File: src/design/mc_defs.svh
`ifndef MC_DEFS_SVH
`define MC_DEFS_SVH

// word address and data widths
`define MC_ADDR_WIDTH 10
`define MC_DATA_WIDTH 32

// mesh coordinates
`define MC_X_CORD_WIDTH 4
`define MC_Y_CORD_WIDTH 4

// link buffering and flow control
`define MC_FIFO_DEPTH 4
`define MC_MAX_CREDITS 4

// host sits at the origin
`define MC_HOST_X 0
`define MC_HOST_Y 0

`define MC_TILE_X 1
`define MC_TILE_Y 1

// top word address is reserved for finish
`define MC_FINISH_ADDR ((1 << `MC_ADDR_WIDTH) - 1)

`endif

File: src/design/mc_link_fifo.sv
`default_nettype none

`include "mc_defs.svh"

module mc_link_fifo #(
  parameter type         payload_t = logic,
  parameter int unsigned depth_p   = `MC_FIFO_DEPTH
) (
  input  logic     clk_i,
  input  logic     arst_n_i,
  input  logic     wr_en_i,
  input  payload_t data_i,
  input  logic     rd_en_i,
  output payload_t data_o,
  output logic     full_o,
  output logic     empty_o
);

  localparam int unsigned ptr_width_lp = (depth_p > 1) ? $clog2(depth_p) : 1;
  localparam int unsigned cnt_width_lp = $clog2(depth_p + 1);

  payload_t                mem_q [depth_p];
  logic [ptr_width_lp-1:0] wr_ptr_q;
  logic [ptr_width_lp-1:0] rd_ptr_q;
  logic [cnt_width_lp-1:0] count_q;
  logic                    push;
  logic                    pop;

  function automatic logic [ptr_width_lp-1:0] next_ptr(input logic [ptr_width_lp-1:0] ptr);
    if (ptr == ptr_width_lp'(depth_p - 1))
      return '0;
    return ptr + 1'b1;
  endfunction

  assign full_o  = (count_q == cnt_width_lp'(depth_p));
  assign empty_o = (count_q == '0);
  assign push    = wr_en_i & ~full_o;
  assign pop     = rd_en_i & ~empty_o;
  assign data_o  = mem_q[rd_ptr_q]; // fall-through head

  always_ff @(posedge clk_i or negedge arst_n_i) begin
    if (!arst_n_i) begin
      wr_ptr_q <= '0;
      rd_ptr_q <= '0;
      count_q  <= '0;
    end else begin
      if (push)
        wr_ptr_q <= next_ptr(wr_ptr_q);
      if (pop)
        rd_ptr_q <= next_ptr(rd_ptr_q);
      case ({push, pop})
        2'b10:   count_q <= count_q + 1'b1;
        2'b01:   count_q <= count_q - 1'b1;
        default: count_q <= count_q; // idle or push and pop together
      endcase
    end
  end

  always_ff @(posedge clk_i) begin
    if (push)
      mem_q[wr_ptr_q] <= data_i;
  end

endmodule

`default_nettype wire

File: config.mk
export PLATFORM = sky130hd
export DESIGN_NAME = mc_link_fifo
export DESIGN_NICKNAME = d
export VERILOG_FILES = /design/src/design/mc_link_fifo.sv
export VERILOG_INCLUDE_DIRS = /design/src /design/src/design
export SDC_FILE = /design/constraint.sdc
export NUM_CORES = 1
export LEC_CHECK = 0
export BUFFER_PORTS_ARGS = -buffer_cell sky130_fd_sc_hd__buf_4
export CAP_MARGIN = 20
export CORE_UTILIZATION = 35
export CTS_BUF_LIST = sky130_fd_sc_hd__clkbuf_2
export CTS_CLUSTER_SIZE = 12
export DETAILED_ROUTE_END_ITERATION = 6
export HOLD_SLACK_MARGIN = 0.12
export RECOVER_POWER = 50
export SLEW_MARGIN = 40
export SYNTH_ARGS = -nofsm -noshare
export SYNTH_HDL_FRONTEND = slang
export SYNTH_SLANG_ARGS = --single-unit
File: constraint.sdc
create_clock -name clk_i -period 4.9 [get_ports clk_i]
set_clock_uncertainty 0.2 [all_clocks]
set_input_delay 0.49 -clock clk_i [delete_from_list [all_inputs] [get_ports clk_i]]
set_output_delay 0.49 -clock clk_i [all_outputs]
set_load 0.01 [all_outputs]
==> impl_metrics.tcl <==
set metrics [dict create \
    wl_met1_um 431 \
    met3_length_um 35 \
    synth-compound-area-share_pct 0 \
    post_cts_resized 0 \
    path_cells "nor3b_4 -> nor2b_1 -> inv_1 -> ha_1 -> inv_1 -> fa_1 -> xor2_1 -> nor2_1 -> xor2_1" \
    cts_max_path_buffers 2 \
    drcViolationCount 0 \
    ys_seq_area_share_pct 46.9 \
    r2r-end "count_q[2]$_DFFE_PN0P_" \
    cts-root-buf "clkbuf_2" \
    synth-seq-cells 11 \
    synth.yosys.warnings 0 \
    diodes 0 \
    die_x_um 44.4 \
    rows 14 \
    r2r_start "count_q[2]$_DFFE_PN0P_" \
    syn_avg_cell_area_um2 14.0 \
    clkTransAtPathRegs_ps 110 \
    p_clk_share_pct 12.1 \
    synth_top_cell_by_area "dfrtp_1" \
    crit_start "count_q[2]$_DFFE_PN0P_" \
    swShare_pct 35.4 \
    startpoint_type "flop" \
    status "finished clean" \
    cts_hold_buf 1 \
    slew_headroom_pct 65.0 \
    pwr-share-seq_pct 41.5 \
    tightest_slew_ps 523 \
    synth_xor_area_share_pct 4.17 \
    grt_overflow 0 \
    avgRoutedWirePerCell_um 11.1 \
    grt_pass1_wl_um 1610 \
    viasPerCell 4.21 \
    drt_first_iter_violations 1 \
    area_growth_pct 15.5 \
    ant_nets 0 \
    p_per_area_mw_per_mm2 579 \
    min_period_ps 2250 \
    syn_inst 45 \
    synth_top_family_by_area "simple AND/OR/NAND/NOR gates" \
    path_depth 9 \
    reg2regPathDepth 9 \
    htree_levels 1 \
    worstSetupEndpointType "flop" \
    cts_tree "yes" \
    dpl_cell_area_um2 712 \
    synth_top_area_share_pct 27.8 \
    worstPathArrival_ps 2200 \
    postCtsSetupBuffers 0 \
    period_share_pct 46.0 \
    yosys.area_share.simple_pct 15.5 \
    drt-total-wl_um 897 \
    p_int_w 0.000272 \
    max-vdd-ir-drop_v 0.000208 \
    critical_path.endpoint "count_q[2]$_DFFE_PN0P_" \
    drtPass1Iterations 2 \
    p_leak_nw 0.344 \
    clock_sinks 11 \
    gp_routability_congestion 0.684 \
    synthAdderAreaFrac_pct 15.1 \
    clk_latency_ps 250 \
    grt_max_degree 8 \
    fin_nets 70 \
    maxUsedRoutingLayer "met3" \
    critical_path_class "reg2reg" \
    syn_area_um2 629 \
    cap_violations 0 \
    p_sw_w 0.000149 \
    reg2reg_slack_ps 2650 \
    stdcell_area_um2 727 \
    met2_wirelength_um 430 \
    rsz0062_at_grt "false" \
    worstPathRequired_ps 4840 \
    muxShareOfSynthArea_pct 14.1 \
    critPathTopFamily "simple AND/OR/NAND/NOR gates" \
    setup_viol 0 \
    timing.setup.tns_ps 0 \
    antenna_found_initial 0 \
    hp-class "in2reg" \
    fmax_mhz 444 \
    crit_buf_inv 2 \
    synth.area.top_cells "dfrtp_1 (28%), edfxtp_1 (19%), ha_1 (12%)" \
    num_vias 341 \
    drv_slew 0 \
    fp.dieH_um 44.4 \
    io-pin-count 8 \
    drive_above_1_share_pct 36.8 \
    syn_nets 57 \
    grt_pass1_vias 358 \
    grtUsageTotal_pct 11.8 \
    comb_power_share_pct 46.3 \
    ys_types 17 \
    worstPathMaxFanout 7 \
    crit_path_max_incr_delay_ps 430 \
    start_util_pct 39.5 \
    die_area_mm2 0.00197 \
    hold_viol 0 \
    port_buffers 7 \
    cts-buffers-inserted 3 \
    core-area_mm2 0.00159 \
    dp_hpwl_um 724 \
    slowest_stage "dfrtp_1" \
]
state kept, by name, summed over array words and instances (netlist names):
name,cells
rd_ptr_q,2
mem_q,4
wr_ptr_q,2
count_q,3
layout make-up:
type | count | area, um2
tap | 24 | 30.0
fill | 155 | 867
timing repair buffer | 8 | 55.1
clock buffer | 4 | 20.0
multi-input combinational | 27 | 300
inverter | 7 | 26.3
sequential | 11 | 295
metal layers:
layer / track usage, % / vias to the layer above
met1: 15.5 / 164
li1: - / 170
met4: 5.45 / 0
met3: 3.67 / 0
met2: 17.6 / 7
met5: 0 / -
kinds of logic after synthesis:
family        Yosys count
xor+xnor                3
mux                     6
buf+inv                 7
flops                  11
simple gates           11
fa+ha+maj               7
how the worst min path moves through the flow:
stage	startpoint	end	slack [ps]	depth (start not counted)
floorplan	arst_n_i	count_q[0]$_DFFE_PN0P_	-6	0
global placement	arst_n_i	rd_ptr_q[0]$_DFFE_PN0P_	110	1
detailed placement	arst_n_i	wr_ptr_q[1]$_DFFE_PN0P_	120	1
CTS	data_i	mem_q[1]$_DFFE_PP_	230	1
global route	data_i	mem_q[1]$_DFFE_PP_	300	1
finish	data_i	mem_q[1]$_DFFE_PP_	310	1
synthesized netlist by cell type (all sizes together):
cell / count
and2: 4
dfrtp: 7
edfxtp: 4
fa: 1
ha: 6
inv: 7
mux2: 4
mux2i: 1
mux4: 1
nand2b: 1
nor2: 3
nor2b: 1
nor3: 1
nor3b: 1
xnor2: 1
xor2: 2
power by group through the flow:
stage | clock network [W] | logic, W | registers [W]
floorplan | 0 | 0.000156 | 0.000169
global placement | 0 | 0.000198 | 0.000176
detailed placement | 0 | 0.000202 | 0.000178
CTS | 0.0000529 | 0.000204 | 0.000176
global route | 0.0000579 | 0.000222 | 0.000182
finish | 0.0000511 | 0.000195 | 0.000175
through the flow:
step / util [%] / power (W) / std cells / hold WS [ps] / worst slack, ps
2_1_floorplan: - / 0.000325 / 45 / -5.59 / 2780
3_3_place_gp: 44.7 / 0.000373 / 76 / 113 / 2770
3_5_place_dp: 44.7 / 0.000380 / 76 / 115 / 2750
4_1_cts: 46.5 / 0.000433 / 81 / 234 / 2710
5_1_grt: 45.6 / 0.000461 / 81 / 303 / 2450
6_report: 45.6 / 0.000421 / 81 / 310 / 2650
layout by cell type (no fill, tap or decap), drive strengths merged, types with 2 or more instances in the layout:
| master | n |
|---|---|
| nor2 | 3 |
| and2 | 4 |
| xor2 | 2 |
| ha | 6 |
| inv | 7 |
| mux2 | 4 |
| edfxtp | 4 |
| dfrtp | 7 |
| buf | 5 |
| clkbuf | 6 |
(Power assumes the default switching activity.)
