--- src/design/mc_defs.svh ---
`ifndef MC_DEFS_SVH
`define MC_DEFS_SVH

// word address and data widths
`define MC_ADDR_WIDTH 10
`define MC_DATA_WIDTH 32

// mesh coordinates
`define MC_X_CORD_WIDTH 4
`define MC_Y_CORD_WIDTH 4

// link buffering and flow control
`define MC_FIFO_DEPTH 4
`define MC_MAX_CREDITS 4

// host sits at the origin
`define MC_HOST_X 0
`define MC_HOST_Y 0

`define MC_TILE_X 1
`define MC_TILE_Y 1

// top word address is reserved for finish
`define MC_FINISH_ADDR ((1 << `MC_ADDR_WIDTH) - 1)

`endif

--- src/design/mc_link_pkg.sv ---
`default_nettype none

`include "mc_defs.svh"

package mc_link_pkg;

  typedef enum logic [0:0] {
    MC_OP_STORE = 1'b0,
    MC_OP_LOAD  = 1'b1
  } mc_op_e;

  // request packet, 59 bits
  typedef struct packed {
    mc_op_e                      op;
    logic [`MC_X_CORD_WIDTH-1:0] dst_x;
    logic [`MC_Y_CORD_WIDTH-1:0] dst_y;
    logic [`MC_X_CORD_WIDTH-1:0] src_x; // return path for loads
    logic [`MC_Y_CORD_WIDTH-1:0] src_y;
    logic [`MC_ADDR_WIDTH-1:0]   addr;
    logic [`MC_DATA_WIDTH-1:0]   data;
  } mc_req_s;

  typedef struct packed {
    logic [`MC_X_CORD_WIDTH-1:0] dst_x;
    logic [`MC_Y_CORD_WIDTH-1:0] dst_y;
    logic [`MC_ADDR_WIDTH-1:0]   addr;
    logic [`MC_DATA_WIDTH-1:0]   data;
    logic                        err; // set on misrouted load
  } mc_rsp_s;

endpackage

`default_nettype wire

--- src/design/mc_host_pkg.sv ---
`default_nettype none

`include "mc_defs.svh"

package mc_host_pkg;

  // host command, source coords get stamped by the io complex
  typedef struct packed {
    mc_link_pkg::mc_op_e         op;
    logic [`MC_X_CORD_WIDTH-1:0] dst_x;
    logic [`MC_Y_CORD_WIDTH-1:0] dst_y;
    logic [`MC_ADDR_WIDTH-1:0]   addr;
    logic [`MC_DATA_WIDTH-1:0]   data;
  } host_cmd_s;

  // load response as the host sees it
  typedef struct packed {
    logic [`MC_ADDR_WIDTH-1:0] addr;
    logic [`MC_DATA_WIDTH-1:0] data;
    logic                      err;
  } host_rsp_s;

endpackage

`default_nettype wire

--- src/design/mc_io_complex.sv ---
`default_nettype none

`include "mc_defs.svh"

module mc_io_complex (
  input  logic                   clk_i,
  input  logic                   arst_n_i,
  input  logic                   cmd_v_i,
  input  mc_host_pkg::host_cmd_s cmd_i,
  output logic                   busy_o,
  output logic                   rsp_v_o,
  output mc_host_pkg::host_rsp_s rsp_o,
  output logic                   req_wr_o,
  output mc_link_pkg::mc_req_s   req_o,
  input  logic                   req_full_i,
  output logic                   rsp_rd_o,
  input  mc_link_pkg::mc_rsp_s   rsp_i,
  input  logic                   rsp_empty_i
);

  import mc_host_pkg::*;
  import mc_link_pkg::*;

  localparam int unsigned                 credit_width_lp = $clog2(`MC_MAX_CREDITS + 1);
  localparam logic [`MC_X_CORD_WIDTH-1:0] host_x_lp       = `MC_HOST_X;
  localparam logic [`MC_Y_CORD_WIDTH-1:0] host_y_lp       = `MC_HOST_Y;

  logic                       accept;
  logic                       load_accept;
  logic [credit_width_lp-1:0] credits_q;
  mc_req_s                    req_d;
  mc_req_s                    req_q;
  logic                       req_v_q;
  logic                       rsp_v_q;
  host_rsp_s                  rsp_q;

  // no look at the command itself, stores also wait on credits
  assign busy_o      = req_full_i | (credits_q == '0);
  assign accept      = cmd_v_i & ~busy_o;
  assign load_accept = accept & (cmd_i.op == MC_OP_LOAD);

  always_comb begin
    req_d.op    = cmd_i.op;
    req_d.dst_x = cmd_i.dst_x;
    req_d.dst_y = cmd_i.dst_y;
    req_d.src_x = host_x_lp;
    req_d.src_y = host_y_lp;
    req_d.addr  = cmd_i.addr;
    req_d.data  = cmd_i.data;
  end

  // held while the link FIFO is full, busy_o keeps the host off meanwhile
  assign req_wr_o = req_v_q & ~req_full_i;
  assign req_o    = req_q;

  always_ff @(posedge clk_i or negedge arst_n_i) begin
    if (!arst_n_i)
      req_v_q <= 1'b0;
    else if (accept)
      req_v_q <= 1'b1;
    else if (req_wr_o)
      req_v_q <= 1'b0;
  end

  always_ff @(posedge clk_i) begin
    if (accept)
      req_q <= req_d;
  end

  // one credit per outstanding load
  always_ff @(posedge clk_i or negedge arst_n_i) begin
    if (!arst_n_i)
      credits_q <= credit_width_lp'(`MC_MAX_CREDITS);
    else
      credits_q <= credits_q - credit_width_lp'(load_accept) + credit_width_lp'(rsp_rd_o);
  end

  // drain responses as soon as they show up
  assign rsp_rd_o = ~rsp_empty_i;

  always_ff @(posedge clk_i or negedge arst_n_i) begin
    if (!arst_n_i)
      rsp_v_q <= 1'b0;
    else
      rsp_v_q <= rsp_rd_o;
  end

  always_ff @(posedge clk_i) begin
    if (rsp_rd_o) begin
      rsp_q.addr <= rsp_i.addr;
      rsp_q.data <= rsp_i.data;
      rsp_q.err  <= rsp_i.err;
    end
  end

  assign rsp_v_o = rsp_v_q;
  assign rsp_o   = rsp_q;

endmodule

`default_nettype wire

--- config.mk ---
export PLATFORM = sky130hd
export DESIGN_NAME = mc_io_complex
export DESIGN_NICKNAME = d
export VERILOG_FILES = /design/src/design/mc_link_pkg.sv /design/src/design/mc_host_pkg.sv /design/src/design/mc_io_complex.sv
export VERILOG_INCLUDE_DIRS = /design/src /design/src/design
export SDC_FILE = /design/constraint.sdc
export NUM_CORES = 1
export LEC_CHECK = 0
export BUFFER_PORTS_ARGS = -buffer_cell sky130_fd_sc_hd__buf_2
export CORE_ASPECT_RATIO = 0.9
export CORE_MARGIN = 10
export CORE_UTILIZATION = 25
export DETAILED_ROUTE_END_ITERATION = 16
export RECOVER_POWER = 100
export SYNTH_ARGS = -nofsm -noshare
export SYNTH_HDL_FRONTEND = slang
export SYNTH_SLANG_ARGS = --single-unit
--- constraint.sdc ---
create_clock -name clk_i -period 3.9 [get_ports clk_i]
set_input_delay 0.585 -clock clk_i [delete_from_list [all_inputs] [get_ports clk_i]]
set_output_delay 0.585 -clock clk_i [all_outputs]
set_load 0.01 [all_outputs]
==> results of run 1 <==
-- through the flow --
stage | util | instances | hold WS, ns
final | 0.373 | 500 | 0.0853
after global routing | 0.373 | 499 | 0.0901
after CTS | 0.384 | 499 | 0.0317
after detailed placement | 0.354 | 483 | 0.410
after global placement | 0.354 | 483 | 0.403
after floorplan | - | 133 | 0.289
-- cell type report --
cell class              count  share of cell area
inverters                   5             0.00413
clock inverters             6              0.0281
multi-input cells          21              0.0317
clock buffers              10              0.0504
well taps                 160              0.0441
diodes                      1            0.000551
repair buffers            198               0.192
flip-flops and latches     99               0.649
-- path summary, 6_finish.rpt --
kind / from / end / depth (start not counted)
max: credits_q[1] / credits_q[2] / 8
min: arst_n_i / rsp_v_o / 1
max reg2reg: credits_q[1] / credits_q[2] / 8
min reg2reg: req_v_q / req_v_q / 2
max in group asynchronous: arst_n_i / credits_q[2] / 1
min in group clk_i: cmd_i[34] / req_o[34] / 1
-- flip-flops by register name, summed over array words and instances, names as in the netlist --
name,count
credits_q,3
req_o,51
req_v_q,1
rsp_o,43
rsp_v_o,1
-- worst max-delay path, delay by kind of cell, from the launching register on --
kind	cells	cell delay, ns
XOR/XNOR	2	0.31
adder cells (fa/ha/maj)	3	0.86
buffers and inverters	1	0.04
flip-flops	1	0.40
AND/OR/NAND/NOR	2	0.58
-- power breakdown --
part | internal [mW] | total, mW | leakage [nW] | switching [mW]
combinational | 0.101 | 0.273 | 0.602 | 0.172
clock | 0.687 | 1.04 | 0.172 | 0.352
sequential | 1.29 | 1.33 | 0.955 | 0.0344
total | 2.08 | 2.64 | 1.73 | 0.558
-- cell families after synthesis --
group / share of synthesized area
DFF: 0.938
buffers and inverters: 0.0251
other: 0.00119
adders and majority gates: 0.0143
AOI/OAI and AO/OA: 0.00159
and+or+nand+nor: 0.0139
xor gates and xnor gates: 0.00557
-- cells in the final DEF, fill, tap and decap left out, drive strengths merged, types with 2 or more instances in the layout --
cell type,n
bufinv,4
buf,98
ha,2
clkbuf,110
conb,8
inv,5
dfrtp,4
clkinv,2
edfxtp,94
-- per-layer routing --
| layer | global-route usage | wire length (um) | vias to the layer above |
|---|---|---|---|
| li1 | - | - | 878 |
| met1 | 0.103 | 3530 | 875 |
| met2 | 0.127 | 3420 | 152 |
| met3 | 0.0787 | 1280 | 15 |
| met4 | 0.0502 | 195 | 0 |
| met5 | 0 | 0 | - |
==> impl_metrics.csv, run 1 <==
group,metric,value,unit
worst_setup_path,cp_slowest_cell,"nor3_1",
synthesis,ys_seq_area_frac,0.938,
power_and_ir_drop,p_leak,1.73,nW
power_and_ir_drop,power,2.64,mW
final_layout,synthToLayoutAreaGrowth,44.5,%
global_routing,grt_pass1_vias,2139,
synthesis,synth_flop_cell,"edfxtp_1",
outcome,outcome,"finished clean",
final_layout,seqCellArea,2950,um2
sta,post-route-period-util,0.579,
final_layout,multi_input_area,144,um2
placement,hpwl,6.91,mm
sta,finalSetupViolCount,0,
final_layout,fin_area,4540,um2
synthesis,yosysUniqueCellTypes,18,
power_and_ir_drop,power.density,582,nW/um2
floorplanning,dieArea,17500,um2
floorplanning,die_x,138,um
floorplanning,fp.dieH,126,um
global_routing,grt_usage,0.0948,
sta,tns,0,ns
clock_tree,post-cts-setup-buffers,0,
synthesis,synth_edf_count,94,
placement,dp_slack,1.61,ns
global_routing,gr-total-overflow,0,
sta,hold_viol,0,
clock_tree,numCtsBuffers,9,
final_layout,drive_above_1_share,0.339,
global_routing,grt_max_degree,48,
clock_tree,clkLatencyLatePin,0.34,ns
flow_run,cap_violations,0,
synthesis,synthMostInstantiatedCell,"edfxtp_1",
power_and_ir_drop,ir_drop,315,uV
clock_tree,clk_pin_slew_worst_paths,0.06,ns
worst_setup_path,cp.arrival,2.52,ns
min_path,hold_path_class,"in -> async",
sta,period_minus_slack,2.26,ns
worst_setup_path,critPathMostFrequentCell,"ha_1",
sta,fin_worst_skew,0.00269,ns
clock_tree,clock_path_buffers,2,
sta,rsz0062_at_grt,"false",
detailed_routing,route.detailed.drc,0,
placement,placed_area,4310,um2
final_layout,nets,444,
worst_setup_path,slowest_delay,0.45,ns
detailed_routing,drtIter0Drc,55,
detailed_routing,num_vias,1920,
clock_tree,h-tree-depth,3,
clock_tree,clkSinkCount,99,
synthesis,yosys-top-cells-area,"edfxtp_1 90%, dfrtp_1 3.2%, buf_4 1.9%, dfstp_2 0.84%, ha_1 0.80%",
detailed_routing,drt_pass1_iterations,4,
clock_tree,hold_buffers,0,
sta,worstMarginPinSlew,1.13,ns
sta,fmax,0.443,GHz
sta,drv_slew,0,
worst_setup_path,crit_fanout,4,
worst_setup_path,end_kind,"flop",
detailed_routing,wire_per_inst,16.8,um
global_routing,grt_antenna_before_repair,0,
detailed_routing,wirelength,8.42,mm
clock_tree,post_cts_resized,0,
synthesis,synthArstFlopShare,0.0505,
global_routing,grt_pass1_wl,12.6,mm
synthesis,synthCells,126,
sta,setup_slack,1.64,ns
worst_setup_path,cp_cell_sequence,"nor3_1 -> nor3b_1 -> ha_1 -> inv_1 -> ha_1 -> fa_1 -> xor2_1 -> xnor2_1",
worst_setup_path,r2r_slack,1.64,ns
placement,io_buffers,196,
floorplanning,num_io_pins,213,
synthesis,yosysTopAreaCellShare,0.898,
synthesis,yosys.area.top_type,"edfxtp_1",
floorplanning,start_util,0.258,
floorplanning,num_rows,38,
floorplanning,coreArea,12200,um2
synthesis,syn-cell-area,3140,um2
final_layout,n_fill_cell,1232,
synthesis,ys_warn_count,0,
worst_setup_path,critical_path_required,4.17,ns
sta,relSlewSlack,0.248,
worst_setup_path,start_kind,"flop",
synthesis,ys_ff_latch,99,
clock_tree,cts_root_buffer,"clkbuf_16",
placement,globalplace.congestion,0.800,
detailed_routing,avgViaCountPerCell,3.84,
clock_tree,cts_tree,"built",
detailed_routing,ant_nets,0,
synthesis,synth.avg_cell_area,24.9,um2
worst_setup_path,crit_type,"reg -> reg",
synthesis,synth.top_cells.by_count,"94 x edfxtp_1, 8 x buf_4, 5 x inv_1, 4 x dfrtp_1, 2 x ha_1",
(Power assumes the default switching activity.)
==> run 2: changes to the inputs <==
==> constraint.sdc (replaced) <==
create_clock -name clk_i -period 1.8 [get_ports clk_i]
set_input_delay 0.27 -clock clk_i [delete_from_list [all_inputs] [get_ports clk_i]]
set_output_delay 0.27 -clock clk_i [all_outputs]
set_load 0.01 [all_outputs]
==> impl_metrics.csv, run 2 (synthesis results as in run 1) <==
group,metric,value,unit
power_and_ir_drop,clkPwrFrac,0.340,
placement,globalplace.congestion,0.763,
power_and_ir_drop,p_leak,1.73,nW
placement,hpwl,7.27,mm
final_layout,layout_common_cells,"101 x clkbuf_1, 94 x buf_2, 94 x edfxtp_1",
final_layout,drive_above_1_share,0.371,
power_and_ir_drop,switching_share,0.255,
power_and_ir_drop,p_int,4.08,mW
sta,hold_viol,0,
clock_tree,clock_path_buffers,2,
global_routing,grt_antenna_before_repair,2,
final_layout,final_util,0.377,
global_routing,grt_pass1_wl,13.2,mm
sta,period_minus_slack,1.87,ns
clock_tree,clk_pin_slew_worst_paths,0.07,ns
worst_setup_path,critical_path_required,2.07,ns
outcome,outcome,"finished with violations",
detailed_routing,wire_per_inst,18.0,um
detailed_routing,num_vias,1886,
placement,io_buffers,196,
floorplanning,num_io_pins,213,
detailed_routing,avgViaCountPerCell,3.73,
floorplanning,coreArea,12200,um2
clock_tree,post-cts-setup-buffers,0,
sta,drv_slew,0,
worst_setup_path,crit_fanout,2,
clock_tree,clkLatencyLatePin,0.35,ns
sta,finalSetupViolCount,1,
global_routing,grt_max_degree,52,
clock_tree,clkSinkCount,99,
detailed_routing,ant_nets,0,
worst_setup_path,crit_type,"reg -> reg",
worst_setup_path,crit_family,"adder cells",
floorplanning,num_rows,38,
final_layout,fin_area,4590,um2
power_and_ir_drop,p_seq_frac,0.527,
final_layout,largest_reg_flops,51,
sta,post-route-period-util,1.04,
clock_tree,cts_root_buffer,"clkbuf_16",
final_layout,n_antenna_cell,0,
min_path,hold_path_class,"in -> reg",
worst_setup_path,worst-path-buf-inv,1,
floorplanning,start_util,0.258,
detailed_routing,route.detailed.drc,0,
sta,fin_worst_skew,0.00600,ns
floorplanning,die_x,138,um
final_layout,nets,450,
worst_setup_path,cp.arrival,2.14,ns
worst_setup_path,slowest_delay,0.41,ns
sta,rsz0062_at_grt,"true",
final_layout,synthToLayoutAreaGrowth,45.9,%
power_and_ir_drop,power.density,1190,nW/um2
power_and_ir_drop,switchingPower,1.40,mW
global_routing,grt_usage,0.100,
clock_tree,cts_tree,"built",
detailed_routing,drtIter0Drc,84,
clock_tree,h-tree-depth,3,
global_routing,grt_pass1_vias,2107,
power_and_ir_drop,combPwrFrac,0.133,
detailed_routing,drt_pass1_iterations,4,
floorplanning,dieArea,17500,um2
sta,setup_slack,-0.0710,ns
power_and_ir_drop,ir_drop,564,uV
outcome,violations,"setup timing",
worst_setup_path,cp_cell_sequence,"nor3_4 -> nor3b_2 -> ha_1 -> inv_2 -> ha_4 -> fa_2 -> xor2_2 -> xnor2_1",
global_routing,gr-total-overflow,0,
floorplanning,fp.dieH,126,um
worst_setup_path,end_kind,"flop",
placement,placed_area,4390,um2
clock_tree,numCtsBuffers,9,
final_layout,layout_commonest_cell,"clkbuf_1",
worst_setup_path,start_kind,"flop",
flow_run,cap_violations,0,
detailed_routing,wirelength,9.10,mm
worst_setup_path,cp_slowest_cell,"dfrtp_1",
sta,fmax,0.534,GHz
==> run 2: layout make-up <==
cell class | count | area, um2
multi-input cells | 21 | 185
clock buffers | 9 | 225
repair buffers | 204 | 940
clock inverters | 7 | 65.1
inverters | 5 | 22.5
flip-flops and latches | 99 | 2950
fillers | 1222 | 7580
well taps | 160 | 200
==> run 2: worst paths after layout <==
check	from	end	slack (ns)	cells after the start
max	credits_q[1]	credits_q[2]	-0.07	8
min	rsp_i[3]	rsp_o[3]	0.09	1
max reg2reg	credits_q[1]	credits_q[2]	-0.07	8
min reg2reg	req_v_q	req_v_q	0.50	2
max in group asynchronous	arst_n_i	credits_q[2]	1.21	2
min in group asynchronous	arst_n_i	credits_q[0]	0.31	2
==> run 2: repair_timing <==
action / in CTS / in global routing
pin swaps: 1 / 2
gates resized for setup: 1 / 5
setup endpoints to repair: 2 / 3
hold buffers: 1 / 0
endpoints found under the hold margin: 5 / 0
==> run 2: metal layers <==
metal  part of all wire  GRT usage
met1               0.37      0.103
met2               0.54      0.174
met3              0.069     0.0496
met4              0.013     0.0390
met5             0.0014          0
==> run 2: worst reg2reg max path: cells and delay by family, from the launching register on <==
family	cells	cell delay, ns
fa+ha+maj	3	0.78
flops	1	0.41
simple gates	2	0.29
xor+xnor	2	0.29
buf+inv	1	0.04
==> run 2: through the flow <==
stage | setup TNS, ns | total power [mW] | instances | setup WS (ns) | hold slack, ns
final | -0.0710 | 5.48 | 505 | -0.0710 | 0.0931
after global routing | -0.189 | 5.78 | 505 | -0.164 | 0.0630
after CTS | -0.0690 | 5.59 | 505 | -0.0690 | 0.0727
after detailed placement | -0.0851 | 3.68 | 488 | -0.0612 | 0.0968
after global placement | -0.0260 | 3.65 | 488 | -0.0260 | 0.0959
after floorplan | -0.180 | 3.25 | 133 | -0.152 | -0.0256
==> run 2: power by group through the flow <==
| stage | Sequential, mW | Combinational [mW] | Clock, mW |
|---|---|---|---|
| 2_1_floorplan | 3.02 | 0.230 | 0 |
| 3_3_place_gp | 2.91 | 0.744 | 0 |
| 3_5_place_dp | 2.92 | 0.765 | 0 |
| 4_1_cts | 2.87 | 0.771 | 1.95 |
| 5_1_grt | 2.91 | 0.807 | 2.06 |
| 6_report | 2.88 | 0.729 | 1.86 |
==> run 3: changes to the inputs <==
--- a/config.mk
+++ b/config.mk
@@ -6,6 +6,7 @@
 export SDC_FILE = /design/constraint.sdc
 export NUM_CORES = 1
 export LEC_CHECK = 0
+export ABC_AREA = 1
 export BUFFER_PORTS_ARGS = -buffer_cell sky130_fd_sc_hd__buf_2
 export CORE_ASPECT_RATIO = 0.9
 export CORE_MARGIN = 10
==> impl_metrics.csv, run 3 <==
group,metric,value,unit
sta,setup_slack,-0.0214,ns
synthesis,ys_warn_count,0,
synthesis,ys_seq_area_frac,0.932,
floorplanning,start_util,0.259,
synthesis,synth.avg_cell_area,23.4,um2
sta,rsz0062_at_grt,"true",
detailed_routing,ant_nets,0,
detailed_routing,drtIter0Drc,113,
sta,worst_hold_slack,0.104,ns
detailed_routing,wire_per_inst,18.2,um
sta,hold_viol,0,
placement,dp_slack,-0.0429,ns
worst_setup_path,reg2reg_from,"credits_q[2]",
final_layout,largest_reg_flops,51,
worst_setup_path,r2r_slack,-0.02,ns
synthesis,synth_flop_cell,"edfxtp_1",
clock_tree,clock_path_buffers,2,
final_layout,fin_area,4560,um2
detailed_routing,avgViaCountPerCell,3.77,
synthesis,yosysTopAreaCellShare,0.892,
floorplanning,num_io_pins,213,
placement,io_buffers,196,
synthesis,synthCells,135,
global_routing,use_met3,0.0395,
worst_setup_path,critical_path_required,2.08,ns
sta,post-route-period-util,1.01,
worst_setup_path,r2r-end,"credits_q[2]",
worst_setup_path,rr_worst_depth,13,
worst_setup_path,crit_fanout,3,
sta,period_minus_slack,1.82,ns
min_path,hold_path_end,"req_o[6]",
global_routing,grt_antenna_before_repair,0,
detailed_routing,wirelength,9.33,mm
floorplanning,die_x,139,um
global_routing,top_usage_layer,"met2",
min_path,worstHoldStart,"cmd_i[6]",
clock_tree,clk_pin_slew_worst_paths,0.07,ns
clock_tree,clkSinkCount,99,
min_path,min_path_cells,1,
detailed_routing,route.detailed.drc,0,
worst_setup_path,end_kind,"flop",
placement,hpwl,7.55,mm
clock_tree,cts_tree,"built",
clock_tree,cts_root_buffer,"clkbuf_16",
final_layout,n_fill_cell,1236,
floorplanning,coreArea,12200,um2
final_layout,n_antenna_cell,0,
clock_tree,numCtsBuffers,9,
sta,fin_worst_skew,0.00534,ns
synthesis,synthArstFlopShare,0.0505,
sta,fmax,0.549,GHz
global_routing,grt_usage,0.102,
synthesis,synth_edf_count,94,
sta,finalSetupViolCount,1,
floorplanning,fp.dieH,127,um
global_routing,gr-total-overflow,0,
flow_run,cap_violations,0,
min_path,hold_path_class,"in -> reg",
worst_setup_path,start_kind,"flop",
global_routing,use_met2,0.194,
worst_setup_path,cp.arrival,2.10,ns
synthesis,ys_ff_latch,99,
global_routing,grt_max_degree,52,
global_routing,grt_pass1_vias,2212,
synthesis,yosys.area.top_type,"edfxtp_1",
placement,placed_cells,494,
power_and_ir_drop,ir_drop,626,uV
final_layout,nets,456,
clock_tree,clkLatencyLatePin,0.34,ns
final_layout,final_util,0.373,
synthesis,synthMostInstantiatedCell,"edfxtp_1",
global_routing,grtUsageMet1,0.0961,
detailed_routing,num_vias,1925,
power_and_ir_drop,power.density,1190,nW/um2
outcome,violations,"setup timing",
sta,tns,-0.0214,ns
clock_tree,h-tree-depth,3,
synthesis,synth.top_cells.by_count,"94 x edfxtp_1, 10 x inv_1, 8 x buf_4, 8 x nand2_1, 4 x dfrtp_1",
power_and_ir_drop,p_leak,1.74,nW
worst_setup_path,crit_type,"reg -> reg",
final_layout,synthToLayoutAreaGrowth,44.2,%
final_layout,layout_commonest_cell,"clkbuf_1",
power_and_ir_drop,power,5.44,mW
final_layout,drive_above_1_share,0.356,
synthesis,syn-cell-area,3160,um2
final_layout,layout_common_cells,"102 x clkbuf_1, 95 x buf_2, 94 x edfxtp_1",
floorplanning,dieArea,17600,um2
floorplanning,num_rows,38,
final_layout,final_cells,511,
synthesis,yosys-top-cells-area,"edfxtp_1 89%, dfrtp_1 3.2%, buf_4 1.9%, inv_1 1.2%, nand2_1 0.95%",
synthesis,yosysUniqueCellTypes,14,
outcome,outcome,"finished with violations",
clock_tree,post-cts-setup-buffers,0,
detailed_routing,drt_pass1_iterations,4,
sta,drv_slew,0,
placement,globalplace.congestion,0.747,
placement,placed_area,4390,um2
global_routing,grt_pass1_wl,13.5,mm
run 3: how the worst max path moves through the flow:
| stage | startpoint | to | slack [ns] | cells past startpoint |
|---|---|---|---|---|
| global placement | credits_q[2] | credits_q[2] | -0.0004 | 13 |
| finish | credits_q[2] | credits_q[2] | -0.02 | 13 |
| CTS | credits_q[1] | credits_q[2] | -0.01 | 12 |
| global route | credits_q[2] | credits_q[2] | -0.12 | 12 |
| floorplan | rsp_empty_i | credits_q[2] | -0.08 | 7 |
| detailed placement | credits_q[1] | credits_q[2] | -0.04 | 12 |
run 3: cell type report:
cell class	instances	area, um2	area share
Tap cell	160	200	0.0439
Inverter	10	45.0	0.00988
Sequential cell	99	2950	0.647
Timing Repair Buffer	201	911	0.200
Multi-Input combinational cell	25	170	0.0373
Clock inverter	6	56.3	0.0123
Clock buffer	10	229	0.0502
run 3: what timing repair did:
item | CTS | global route
endpoints found under the setup margin | 2 | 2
hold endpoints to repair | 5 | 0
hold buffers | 1 | 0
pin swaps | 1 | 0
resized for setup | 2 | 4
run 3: logic make-up after synthesis:
family	after synthesis	share of synthesized area
and+or+nand+nor	14	0.0214
other	1	0.00119
buffers and inverters	18	0.0309
adders and majority gates	3	0.0142
DFF	99	0.932
run 3: worst max-delay path, stage by stage, from the launching register on:
cell and delay (ns):
dfstp_2 0.56, nor2_4 0.05, nand2_2 0.06, nand3_2 0.07, nor2_2 0.08, ha_1 0.13
inv_2 0.04, ha_4 0.15, fa_2 0.35, inv_2 0.06, nand2_2 0.04, nand2_1 0.05
nand2_1 0.04, nand2_1 0.06
run 3: power breakdown:
part | switching, mW | total (mW) | leakage, nW | internal, mW
sequential | 0.0795 | 2.88 | 0.955 | 2.80
clock | 0.777 | 1.84 | 0.141 | 1.07
combinational | 0.448 | 0.715 | 0.646 | 0.267
run 3: layer usage:
layer / vias up / routed length (um)
li1: 908 / -
met1: 929 / 3200
met2: 76 / 5400
met3: 12 / 573
met4: 0 / 144
met5: - / 0
